==> src/common/aio_pkg.sv <==
`default_nettype none

package aio_pkg;

	////////////////////
	// Word and address widths
	////////////////////

	localparam int cfg_word_w   = 32;
	localparam int rom_addr_w   = 8;
	localparam int magic_w      = 16;

	// Target memory sizes
	localparam int cons_depth   = 16;
	localparam int cons_addr_w  = 4;
	localparam int chram_depth  = 64;
	localparam int chram_addr_w = 6;

	// Image header tags
	localparam logic [magic_w-1:0] cons_magic  = 16'hC05A;
	localparam logic [magic_w-1:0] chram_magic = 16'hC4A3;

	// Load sequencer states
	localparam logic [1:0] ld_idle  = 2'd0;
	localparam logic [1:0] ld_cons  = 2'd1;
	localparam logic [1:0] ld_chram = 2'd2;

	// Block reader phases
	localparam logic [1:0] rdr_idle = 2'd0;
	localparam logic [1:0] rdr_hdr  = 2'd1;
	localparam logic [1:0] rdr_chk  = 2'd2;
	localparam logic [1:0] rdr_data = 2'd3;

	// Address 0 holds the header, all other words are raw data
	typedef union packed {
		struct packed {
			logic [magic_w-1:0]            magic;
			logic [cfg_word_w-magic_w-1:0] count;
		} hdr;
		logic [cfg_word_w-1:0] raw;
	} cfg_word_u;

endpackage

`default_nettype wire

==> src/hw/aio_cfg_top.sv <==
`timescale 1ns/1ps
`default_nettype none

module aio_cfg_top
	import aio_pkg::*;
(
	input  wire logic                    sys_clk,
	input  wire logic                    glbl_rst_n,

	input  wire logic                    load_ram_en,
	output logic                         load_ram_done,
	output logic                         load_ram_error,

	// Constants boot ROM
	output logic                         cons_rom_rd,
	output logic [rom_addr_w-1:0]        cons_rom_addr,
	input  wire logic [cfg_word_w-1:0]   cons_rom_data,

	// Channel boot ROM
	output logic                         chram_rom_rd,
	output logic [rom_addr_w-1:0]        chram_rom_addr,
	input  wire logic [cfg_word_w-1:0]   chram_rom_data,

	// Memory read ports
	input  wire logic [cons_addr_w-1:0]  cons_rd_addr,
	output logic [cfg_word_w-1:0]        cons_rd_data,
	input  wire logic [chram_addr_w-1:0] chram_rd_addr,
	output logic [cfg_word_w-1:0]        chram_rd_data
);

	logic load_cons_en;
	logic load_cons_done;
	logic load_cons_error;
	logic load_chram_en;
	logic load_chram_done;
	logic load_chram_error;

	aio_load_fsm u_load_fsm (
		.sys_clk          (sys_clk),
		.glbl_rst_n       (glbl_rst_n),
		.load_ram_en      (load_ram_en),
		.load_ram_done    (load_ram_done),
		.load_ram_error   (load_ram_error),
		.load_cons_en     (load_cons_en),
		.load_cons_done   (load_cons_done),
		.load_cons_error  (load_cons_error),
		.load_chram_en    (load_chram_en),
		.load_chram_done  (load_chram_done),
		.load_chram_error (load_chram_error)
	);

	cons_loader u_cons_loader (
		.sys_clk         (sys_clk),
		.glbl_rst_n      (glbl_rst_n),
		.load_cons_en    (load_cons_en),
		.load_cons_done  (load_cons_done),
		.load_cons_error (load_cons_error),
		.cons_rom_rd     (cons_rom_rd),
		.cons_rom_addr   (cons_rom_addr),
		.cons_rom_data   (cons_rom_data),
		.cons_rd_addr    (cons_rd_addr),
		.cons_rd_data    (cons_rd_data)
	);

	chram_loader u_chram_loader (
		.sys_clk          (sys_clk),
		.glbl_rst_n       (glbl_rst_n),
		.load_chram_en    (load_chram_en),
		.load_chram_done  (load_chram_done),
		.load_chram_error (load_chram_error),
		.chram_rom_rd     (chram_rom_rd),
		.chram_rom_addr   (chram_rom_addr),
		.chram_rom_data   (chram_rom_data),
		.chram_rd_addr    (chram_rd_addr),
		.chram_rd_data    (chram_rd_data)
	);

endmodule

`default_nettype wire

==> src/hw/aio_load_fsm.sv <==
`timescale 1ns/1ps
`default_nettype none

module aio_load_fsm
	import aio_pkg::*;
(
	input  wire logic sys_clk,
	input  wire logic glbl_rst_n,

	input  wire logic load_ram_en,
	output logic      load_ram_done,
	output logic      load_ram_error,

	output logic      load_cons_en,
	input  wire logic load_cons_done,
	input  wire logic load_cons_error,

	output logic      load_chram_en,
	input  wire logic load_chram_done,
	input  wire logic load_chram_error
);

	logic [1:0] state;

	////////////////////
	// Stage sequencing
	////////////////////

	always_ff @(posedge sys_clk)
	begin
		if (!glbl_rst_n)
		begin
			state          <= ld_idle;
			load_ram_done  <= 1'b0;
			load_ram_error <= 1'b0;
			load_cons_en   <= 1'b0;
			load_chram_en  <= 1'b0;
		end
		else
		begin
			// All outputs are single-cycle pulses
			load_ram_done  <= 1'b0;
			load_ram_error <= 1'b0;
			load_cons_en   <= 1'b0;
			load_chram_en  <= 1'b0;

			case (state)
				ld_idle :
				begin
					if (load_ram_en)
					begin
						load_cons_en <= 1'b1;
						state        <= ld_cons;
					end
				end
				ld_cons :
				begin
					// Error wins over done, channel stage skipped
					if (load_cons_error)
					begin
						load_ram_error <= 1'b1;
						state          <= ld_idle;
					end
					else if (load_cons_done)
					begin
						load_chram_en <= 1'b1;
						state         <= ld_chram;
					end
				end
				ld_chram :
				begin
					if (load_chram_error)
					begin
						load_ram_error <= 1'b1;
						state          <= ld_idle;
					end
					else if (load_chram_done)
					begin
						load_ram_done <= 1'b1;
						state         <= ld_idle;
					end
				end
				default :
					state <= ld_idle;
			endcase
		end
	end

endmodule

`default_nettype wire

==> src/loader/cfg_block_reader.sv <==
`timescale 1ns/1ps
`default_nettype none

module cfg_block_reader
	import aio_pkg::*;
#(
	parameter logic [magic_w-1:0] block_magic = '0,
	parameter int                 max_count   = 1
)
(
	input  wire logic                  sys_clk,
	input  wire logic                  glbl_rst_n,

	input  wire logic                  start,
	output logic                       done,
	output logic                       error,

	output logic                       rom_rd,
	output logic [rom_addr_w-1:0]      rom_addr,
	input  wire logic [cfg_word_w-1:0] rom_data,

	output logic                       wr_en,
	output logic [rom_addr_w-1:0]      wr_addr,
	output logic [cfg_word_w-1:0]      wr_data
);

	cfg_word_u             word;
	logic [1:0]            state;
	logic                  hdr_ok;
	logic [rom_addr_w-1:0] next_addr;
	logic [rom_addr_w-1:0] last_addr;
	logic                  ret_vld;
	logic [rom_addr_w-1:0] ret_addr;
	logic [cfg_word_w-1:0] sum;

	assign word = rom_data;

	// Header is only meaningful in the cycle it returns
	assign hdr_ok = (word.hdr.magic == block_magic) && (word.hdr.count != '0)
		&& (int'(word.hdr.count) <= max_count);

	////////////////////
	// ROM read port
	////////////////////

	always_comb
	begin
		rom_rd   = 1'b0;
		rom_addr = '0;
		case (state)
			rdr_hdr :
				rom_rd = 1'b1;
			rdr_chk :
			begin
				// First data read overlaps the header return
				rom_rd   = hdr_ok;
				rom_addr = rom_addr_w'(1);
			end
			rdr_data :
			begin
				rom_rd   = (next_addr <= last_addr);
				rom_addr = rom_rd ? next_addr : '0;
			end
			default :
				rom_rd = 1'b0;
		endcase
	end

	////////////////////
	// Phase control
	////////////////////

	always_ff @(posedge sys_clk)
	begin
		if (!glbl_rst_n)
		begin
			state   <= rdr_idle;
			done    <= 1'b0;
			error   <= 1'b0;
			wr_en   <= 1'b0;
			ret_vld <= 1'b0;
		end
		else
		begin
			done    <= 1'b0;
			error   <= 1'b0;
			wr_en   <= 1'b0;
			ret_vld <= rom_rd;

			case (state)
				rdr_idle :
					if (start)
						state <= rdr_hdr;
				rdr_hdr :
					state <= rdr_chk;
				rdr_chk :
				begin
					if (hdr_ok)
						state <= rdr_data;
					else
					begin
						error <= 1'b1;
						state <= rdr_idle;
					end
				end
				rdr_data :
				begin
					// Checksum is the last word returned
					if (ret_vld && (ret_addr == last_addr))
					begin
						done  <= (sum == word.raw);
						error <= (sum != word.raw);
						state <= rdr_idle;
					end
					else if (ret_vld)
						wr_en <= 1'b1;
				end
				default :
					state <= rdr_idle;
			endcase
		end
	end

	// Address tracking, running sum and write payload
	always_ff @(posedge sys_clk)
	begin
		ret_addr <= rom_addr;
		wr_addr  <= ret_addr - 1'b1;
		wr_data  <= word.raw;

		if (state == rdr_chk)
		begin
			next_addr <= rom_addr_w'(2);
			last_addr <= word.hdr.count[rom_addr_w-1:0] + 1'b1;
			sum       <= '0;
		end
		else if (state == rdr_data)
		begin
			if (rom_rd)
				next_addr <= next_addr + 1'b1;
			if (ret_vld && (ret_addr != last_addr))
				sum <= sum + word.raw;
		end
	end

endmodule

`default_nettype wire

==> src/loader/chram_loader.sv <==
`timescale 1ns/1ps
`default_nettype none

module chram_loader
	import aio_pkg::*;
(
	input  wire logic                    sys_clk,
	input  wire logic                    glbl_rst_n,

	input  wire logic                    load_chram_en,
	output logic                         load_chram_done,
	output logic                         load_chram_error,

	output logic                         chram_rom_rd,
	output logic [rom_addr_w-1:0]        chram_rom_addr,
	input  wire logic [cfg_word_w-1:0]   chram_rom_data,

	input  wire logic [chram_addr_w-1:0] chram_rd_addr,
	output logic [cfg_word_w-1:0]        chram_rd_data
);

	logic                  wr_en;
	logic [rom_addr_w-1:0] wr_addr;
	logic [cfg_word_w-1:0] wr_data;

	logic [cfg_word_w-1:0] chram_mem [chram_depth];

	cfg_block_reader #(
		.block_magic (chram_magic),
		.max_count   (chram_depth)
	) u_reader (
		.sys_clk    (sys_clk),
		.glbl_rst_n (glbl_rst_n),
		.start      (load_chram_en),
		.done       (load_chram_done),
		.error      (load_chram_error),
		.rom_rd     (chram_rom_rd),
		.rom_addr   (chram_rom_addr),
		.rom_data   (chram_rom_data),
		.wr_en      (wr_en),
		.wr_addr    (wr_addr),
		.wr_data    (wr_data)
	);

	////////////////////
	// Channel RAM
	////////////////////

	// Write port driven by the block reader
	always_ff @(posedge sys_clk)
	begin
		if (wr_en)
			chram_mem[wr_addr[chram_addr_w-1:0]] <= wr_data;
	end

	// Read data valid one cycle after the address
	always_ff @(posedge sys_clk)
	begin
		chram_rd_data <= chram_mem[chram_rd_addr];
	end

endmodule

`default_nettype wire

==> src/loader/cons_loader.sv <==
`timescale 1ns/1ps
`default_nettype none

module cons_loader
	import aio_pkg::*;
(
	input  wire logic                   sys_clk,
	input  wire logic                   glbl_rst_n,

	input  wire logic                   load_cons_en,
	output logic                        load_cons_done,
	output logic                        load_cons_error,

	output logic                        cons_rom_rd,
	output logic [rom_addr_w-1:0]       cons_rom_addr,
	input  wire logic [cfg_word_w-1:0]  cons_rom_data,

	input  wire logic [cons_addr_w-1:0] cons_rd_addr,
	output logic [cfg_word_w-1:0]       cons_rd_data
);

	logic                  wr_en;
	logic [rom_addr_w-1:0] wr_addr;
	logic [cfg_word_w-1:0] wr_data;

	logic [cfg_word_w-1:0] cons_regs [cons_depth];

	cfg_block_reader #(
		.block_magic (cons_magic),
		.max_count   (cons_depth)
	) u_reader (
		.sys_clk    (sys_clk),
		.glbl_rst_n (glbl_rst_n),
		.start      (load_cons_en),
		.done       (load_cons_done),
		.error      (load_cons_error),
		.rom_rd     (cons_rom_rd),
		.rom_addr   (cons_rom_addr),
		.rom_data   (cons_rom_data),
		.wr_en      (wr_en),
		.wr_addr    (wr_addr),
		.wr_data    (wr_data)
	);

	////////////////////
	// Constants register file
	////////////////////

	// Header count limit keeps the write address in range
	always_ff @(posedge sys_clk)
	begin
		if (wr_en)
			cons_regs[wr_addr[cons_addr_w-1:0]] <= wr_data;
	end

	// Combinational read
	assign cons_rd_data = cons_regs[cons_rd_addr];

endmodule

`default_nettype wire

==> config.mk <==
export PLATFORM = sky130hd
export DESIGN_NAME = aio_cfg_top
export DESIGN_NICKNAME = d
export VERILOG_FILES = /design/src/common/aio_pkg.sv /design/src/hw/aio_cfg_top.sv /design/src/hw/aio_load_fsm.sv /design/src/loader/cfg_block_reader.sv /design/src/loader/chram_loader.sv /design/src/loader/cons_loader.sv
export SDC_FILE = /design/constraint.sdc
export NUM_CORES = 2
export LEC_CHECK = 0
export BUFFER_PORTS_ARGS = -buffer_cell sky130_fd_sc_hd__buf_4
export CORE_ASPECT_RATIO = 0.5
export CORE_UTILIZATION = 40
export CTS_CLUSTER_SIZE = 12
export DETAILED_ROUTE_END_ITERATION = 8
export PLACE_DENSITY = 0.63
export SYNTH_ARGS = -nofsm -noshare
export SYNTH_HDL_FRONTEND = slang
export SYNTH_SLANG_ARGS = --single-unit
==> constraint.sdc <==
create_clock -name sys_clk -period 4.6 [get_ports sys_clk]
set_input_delay 0.69 -clock sys_clk [delete_from_list [all_inputs] [get_ports sys_clk]]
set_output_delay 0.69 -clock sys_clk [all_outputs]
set_load 0.005 [all_outputs]
## Yosys cells after proc, flatten, opt, wreduce, memory -nomap -nowiden

Memories as Yosys holds them, arrays and structs flattened. A register that Yosys moved wholly into a read port is not among the register bits.
Cells that the tools add are included.

| word-level totals | value |
|---|---|
| RAM bits | 2,560 |
| register bits | 204 |
| memories kept | 2 |
| logic and storage cells | 136 |
| output and inout port bits | 84 |
| input port bits | 77 |

| operators by class | value |
|---|---|
| add/sub/neg operators | 8 |
| bitwise gates (word level) | 5 |
| muxes and demuxes | 38 |
| reductions and logical operators | 27 |
| $lt $le $gt $ge | 4 |
| equality and inequality tests | 25 |

Memory list:

| name | depth | bits a word | read ports | clocked after Yosys merged registers in | write ports | RTL line | source |
|---|---|---|---|---|---|---|---|
| u_chram_loader.chram_mem | 64 | 32 | 1 | 1 | 1 | chram_loader.sv:26 | `logic [cfg_word_w-1:0] chram_mem [chram_depth];` |
| u_cons_loader.cons_regs | 16 | 32 | 1 | 0 | 1 | cons_loader.sv:26 | `logic [cfg_word_w-1:0] cons_regs [cons_depth];` |

Operators with widths:

| kind | number |
|---|---|
| adder 32 bit | 2 |
| == test 32 bit | 2 |
| inequality test 32 bit | 2 |
| adder 8 x 1 -> 8 bit, second input constant | 4 |
| == test 16 bit, second input constant | 2 |
| case mux 8 bit (2 select lines) | 2 |
| nonzero test 16 bit | 2 |
| 2-to-1 mux 2 bit | 11 |
| == test 8 bit | 2 |
| less-or-equal comparator 16 x 5 -> 1 bit, second input constant | 1 |
| less-or-equal comparator 16 x 7 -> 1 bit, second input constant | 1 |
| less-or-equal comparator 8 bit | 2 |
| 2-to-1 mux 8 bit | 2 |
| inequality test 8 bit | 2 |
| case mux 2 bit (4 select lines) | 2 |
| 2-to-1 mux 1 bit | 15 |
| AND reduction 2 bit | 7 |
| OR reduction 3 bit | 4 |
| == test 2 bit, second input constant | 5 |
| inequality test 2 bit, second input constant | 5 |
| AND reduction 3 bit | 3 |
| logical AND 1 bit | 8 |
| == test 2 x 1 -> 1 bit, second input constant | 3 |
| zero test 2 bit | 3 |
| 7 further kinds | 15 |

## Depth between registers and ports, before layout

| logic depth | value |
|---|---|
| depth after elaboration | 5 |
| mapped depth | 12 |
| gate-level depth less buffers | 12 |

## Cells and area by module

From an unflattened synthesis, not the netlist that was laid out.

| unflattened totals | value |
|---|---|
| cells, all modules | 5,343 |
| area total of the unflattened synthesis | 108,656.7 sq um |

By module, submodules not included:

| module | area each (sq um) | cells an instance | times used |
|---|---|---|---|
| chram_loader | 78,515.3 | 3,324 | 1 |
| cons_loader | 19,213.4 | 806 | 1 |
| cfg_block_reader at u_chram_loader.u_reader | 5,320.1 | 594 | 1 |
| cfg_block_reader at u_cons_loader.u_reader | 5,306.3 | 590 | 1 |
| aio_load_fsm | 301.5 | 29 | 1 |

## Worst setup path after synthesis

OpenSTA, ideal clock, no wires.

| path | value |
|---|---|
| path type | reg-to-reg |
| from | register u_cons_loader.u_reader.wr_en |
| to | memory u_cons_loader.cons_regs[0][0] (enable) |
| period minus slack after synthesis | 3.503 ns |
| path buffers | 0 |
| setup time | 0.461 ns |
| data arrival time | 3.042 ns |
| cell stages (with the launch flop) | 3 |
| setup slack | 1.097 ns |
| cells stage by stage | dfxtp_1 or3b_2 nor3_1 |

| between the ends | value |
|---|---|
| longest elaborated chain between the ends | 2 |

Ends and longest elaborated chain:

| item | RTL line | source |
|---|---|---|
| from (decl) | cfg_block_reader.sv:22 | `output logic wr_en,` |
| from (signal assigned) | cfg_block_reader.sv:80 | `wr_en <= 1'b0;` |
| from (signal assigned) | cfg_block_reader.sv:87 | `wr_en <= 1'b0;` |
| from (signal assigned) | cfg_block_reader.sv:116 | `wr_en <= 1'b1;` |
| 2-to-1 mux 1 bit | cons_loader.sv:52 | `if (wr_en)` |
| 2-to-1 mux 1 bit (not written as such) | cons_loader.sv:53 | `cons_regs[wr_addr[cons_addr_w-1:0]] <= wr_data;` |
| to (decl) | cons_loader.sv:26 |  |

Every way passes these cells.

## Final worst setup path

| path | value |
|---|---|
| from | register u_cons_loader.u_reader.last_addr[5] |
| to | output cons_rom_addr[2] |

| between the ends | value |
|---|---|
| longest elaborated chain between the ends | 3 |

Ends and longest elaborated chain:

| item | RTL line | source |
|---|---|---|
| from (decl) | cfg_block_reader.sv:31 | `logic [rom_addr_w-1:0] last_addr;` |
| from (signal assigned) | cfg_block_reader.sv:134 | `last_addr <= word.hdr.count[rom_addr_w-1:0] + 1'b1;` |
| less-or-equal comparator 8 bit | cfg_block_reader.sv:61 | `rom_rd = (next_addr <= last_addr);` |
| 2-to-1 mux 8 bit | cfg_block_reader.sv:62 | `rom_addr = rom_rd ? next_addr : '0;` |
| case mux 8 bit (2 select lines) | cfg_block_reader.sv:50 | `case (state)` |
| to (decl) | aio_cfg_top.sv:16 | `output logic [rom_addr_w-1:0] cons_rom_addr,` |

Every way passes these cells.

==> impl_metrics.py <==
metrics = {
    "logic_synthesis": {
        "syn_area_um2": 108000,
        "avgSynthCellArea_um2": 21.8,
        "syn_inst": 4967,
        "synth_flop_cell": "edfxtp_1",
        "yosys_warnings": 0,
        "syn_nets": 5135,
        "synth_edf_count": 2576,
        "synth-async-reset-ratio_pct": 0,
        "synth_seq_area_share_pct": 75.6,
        "ys_ff_latch": 2796,
        "yosys.cell_types.count": 74,
    },
    "clock_tree": {
        "post_cts_buffers": 0,
        "cts_tree": "yes",
        "cts_buffer_depth": 4,
        "clock_latency_ns": 0.83,
        "clkTransAtPathRegs_ns": 0.06,
        "cts_buffers": 281,
        "ctsHtreeMaxLevel": 5,
        "cts_root_buffer": "clkbuf_16",
        "numClockSinks": 2796,
    },
    "place": {
        "port_buffers": 160,
        "gp_congestion": 0.842,
        "hpwlAfterDp_mm": 156,
        "dpl_cell_area_um2": 115000,
    },
    "worst_setup_path": {
        "cp-start-kind": "flop",
        "crit_path_max_incr_delay_ns": 0.75,
        "critPathTopFamily": "compound AO/OA/AOI/OAI gates",
        "critPathKind": "reg2out",
        "crit_path_end_kind": "output pin",
        "crit_buf_inv": 3,
        "crit_required_ns": 3.91,
        "path_max_fanout": 14,
        "cpMaxStageDelayCell": "a211oi_2",
        "path_cells": "inv_1, ha_1, a21o_1, a21o_1, a21oi_1, o21ai_1, a211oi_2, nand2_1, inv_1, buf_4",
        "crit_arrival_ns": 3.52,
    },
    "sta": {
        "slew_viol_final": 0,
        "finalSetupTns_ns": 0,
        "fin_crit_sh_pct": 91.5,
        "hold_viol_final": 0,
        "fmax_mhz": 238,
        "fin_skew_ns": 0.0733,
        "rsz0062_at_grt": "false",
        "max-slew-margin-rel_pct": 1.11,
        "period_needed_ns": 4.21,
        "max_slew.worst_pin.slew_ns": 1.44,
        "setup_viol": 0,
    },
    "drt": {
        "drtIter0Drc": 6615,
        "drc": 0,
        "dr.pass1.iters": 5,
        "ant_nets": 0,
        "via_per_inst": 5.78,
        "num_vias": 53000,
        "wl_per_cell_um": 30.0,
        "wirelength_mm": 275,
    },
    "power_and_ir_drop": {
        "p_clk_share_pct": 40.0,
        "swShare_pct": 21.6,
        "combPwrFrac_pct": 6.0,
        "intPower_w": 0.0411,
        "p_per_area_nw_per_um2": 424,
        "seqPwrFrac_pct": 54.0,
        "ir_drop_mv": 0.247,
        "power_leakage_nw": 38.9,
        "switching_power_w": 0.0114,
    },
    "worst_hold_path": {
        "hold_class": "in2reg",
    },
    "floorplan": {
        "initial_utilization_pct": 40.4,
        "chipWidth_um": 737,
        "rows": 134,
        "io-pin-count": 161,
        "fp.dieH_um": 370,
        "die_area_um2": 273000,
        "core_area_um2": 268000,
    },
    "run": {
        "maxCapViolations": 1,
    },
    "final_layout": {
        "multi_input_area_um2": 25700,
        "fin_area_um2": 124000,
        "fillers": 21700,
        "final_layout_size_suffix_gt1_share_pct": 28.9,
        "seqCellArea_um2": 81800,
        "layout.nets": 5536,
        "area_growth_pct": 14.5,
    },
    "global_routing": {
        "grt-ovfl-total": 0,
        "grt_max_degree": 77,
        "grt_pass1_vias": 53600,
        "antenna_found_initial": 24,
        "grt_first_pass_wirelength_mm": 391,
        "track_usage_pct": 19.9,
    },
    "run_status": {
        "status": "complete, but fails checks",
        "violations": "max-capacitance violations",
    },
}
## cells in the mapped netlist (all sizes together), types with 15 or more instances
library cell	instances	share of area, %
xnor2	58	0.47
nand2	139	0.48
clkbuf	165	0.57
xor2	30	0.24
ha	89	1.0
buf	86	0.43
nor2b	23	0.13
mux4	822	17
a21o	25	0.17
nand3	63	0.29
nand4	33	0.19
edfxtp	2576	72
mux2i	17	0.16
nor2	145	0.50
nor4	22	0.13
inv	56	0.19
a211oi	21	0.15
and2	15	0.087
dfxtp	220	4.1
o21ai	61	0.28
a21oi	130	0.60
nor3	26	0.12
## metal layers
metal / routed length, µm / part of all wire [%] / global-route usage, %
met3: 24100 / 8.8 / 4.01
met2: 130000 / 47 / 31.8
met4: 6710 / 2.4 / 4.91
met1: 114000 / 41 / 28.3
met5: 59 / 0.021 / 0
## sequential cells by signal, summed over array words and instances, names as in the netlist, 6 cells and up
name and flops:
u_chram_loader.chram_mem 2048, u_chram_loader.u_reader.ret_addr 8, u_chram_loader.u_reader.wr_addr 6, u_cons_loader.u_reader.sum 32, u_cons_loader.u_reader.ret_addr 8, u_cons_loader.u_reader.next_addr 8
u_chram_loader.u_reader.last_addr 8, u_chram_loader.u_reader.sum 32, u_cons_loader.u_reader.wr_data 32, u_cons_loader.cons_regs 512, u_chram_loader.chram_rd_data 32, u_cons_loader.u_reader.last_addr 8
u_chram_loader.u_reader.wr_data 32, u_chram_loader.u_reader.next_addr 8
## power groups by stage
stage | clock network (W) | logic [W] | registers [W]
after floorplan | 0 | 0.00206 | 0.0287
after global placement | 0 | 0.00306 | 0.0288
after detailed placement | 0 | 0.00311 | 0.0289
after CTS | 0.0213 | 0.00314 | 0.0283
after global routing | 0.0223 | 0.00338 | 0.0284
final | 0.0210 | 0.00314 | 0.0283
## cells in the final DEF, fill, tap and decap left out, drive strengths merged, types with 4 or more instances in the layout
master       instances
a211oi              21
a21o                25
a21oi              130
a31oi               13
and2                15
and3                14
and4                 5
buf                339
clkbuf             456
clkinv              10
dfxtp              220
diode                4
dlygate4sd3         29
edfxtp            2576
ha                  89
inv                 63
mux2i               17
mux4               822
nand2              139
nand2b               9
nand3               63
nand3b               7
nand4               33
nor2               145
nor2b               23
nor3                26
nor3b                7
nor4                22
nor4b                7
o211ai               6
o21a                 4
o21ai               61
o21bai              13
or2                  5
or3                  9
xnor2               58
xor2                30
## stage by stage
step	instances	util (%)	worst slack [ns]	hold WS [ns]	power [W]
after floorplan	4967	-	1.10	0.397	0.0308
after global placement	8659	43.1	0.435	0.426	0.0319
after detailed placement	8659	43.1	0.396	0.434	0.0320
after CTS	9162	46.3	0.358	0.00139	0.0528
after global routing	9164	46.3	0.134	0.00535	0.0541
final	9167	46.3	0.393	0.0428	0.0525
## path summary, 6_finish.rpt
check	to	cells past startpoint	slack [ns]	start
setup / recovery	cons_rom_addr[2]	10	0.39	u_cons_loader.u_reader.last_addr[5]
hold / removal	u_chram_loader.u_reader.wr_data[28]	1	0.04	chram_rom_data[28]
setup reg to reg	u_cons_loader.u_reader.next_addr[7]	10	1.40	u_cons_loader.u_reader.last_addr[5]
hold reg to reg	u_cons_loader.u_reader.wr_addr[0]	1	0.44	u_cons_loader.u_reader.ret_addr[0]
## cell families (layout without fill, tap and decap cells)
logic type	after synthesis	count (layout)	share of synthesized area (%)
DFF	2796	2796	75.6
buffers and inverters	308	900	1.20
muxes	839	839	17.3
AOI/OAI and AO/OA	302	302	1.70
adders and majority gates	91	91	1.07
other	0	4	0
xor gates and xnor gates	88	88	0.713
and+or+nand+nor	543	543	2.46
## cell type report
class,instances,share of cell area [%]
sequential,2796,66.0
multi-input combinational,1863,20.8
clock buffer,455,6.39
tap,3604,3.64
timing repair buffer,369,2.87
inverter,57,0.173
clock inverter,19,0.142
antenna,4,0.00808
## repair_timing
item / CTS / global route
resized for setup: 0 / 0
hold buffers: 29 / 0
hold endpoints to repair: 29 / 0
(Power assumes the default switching activity.)
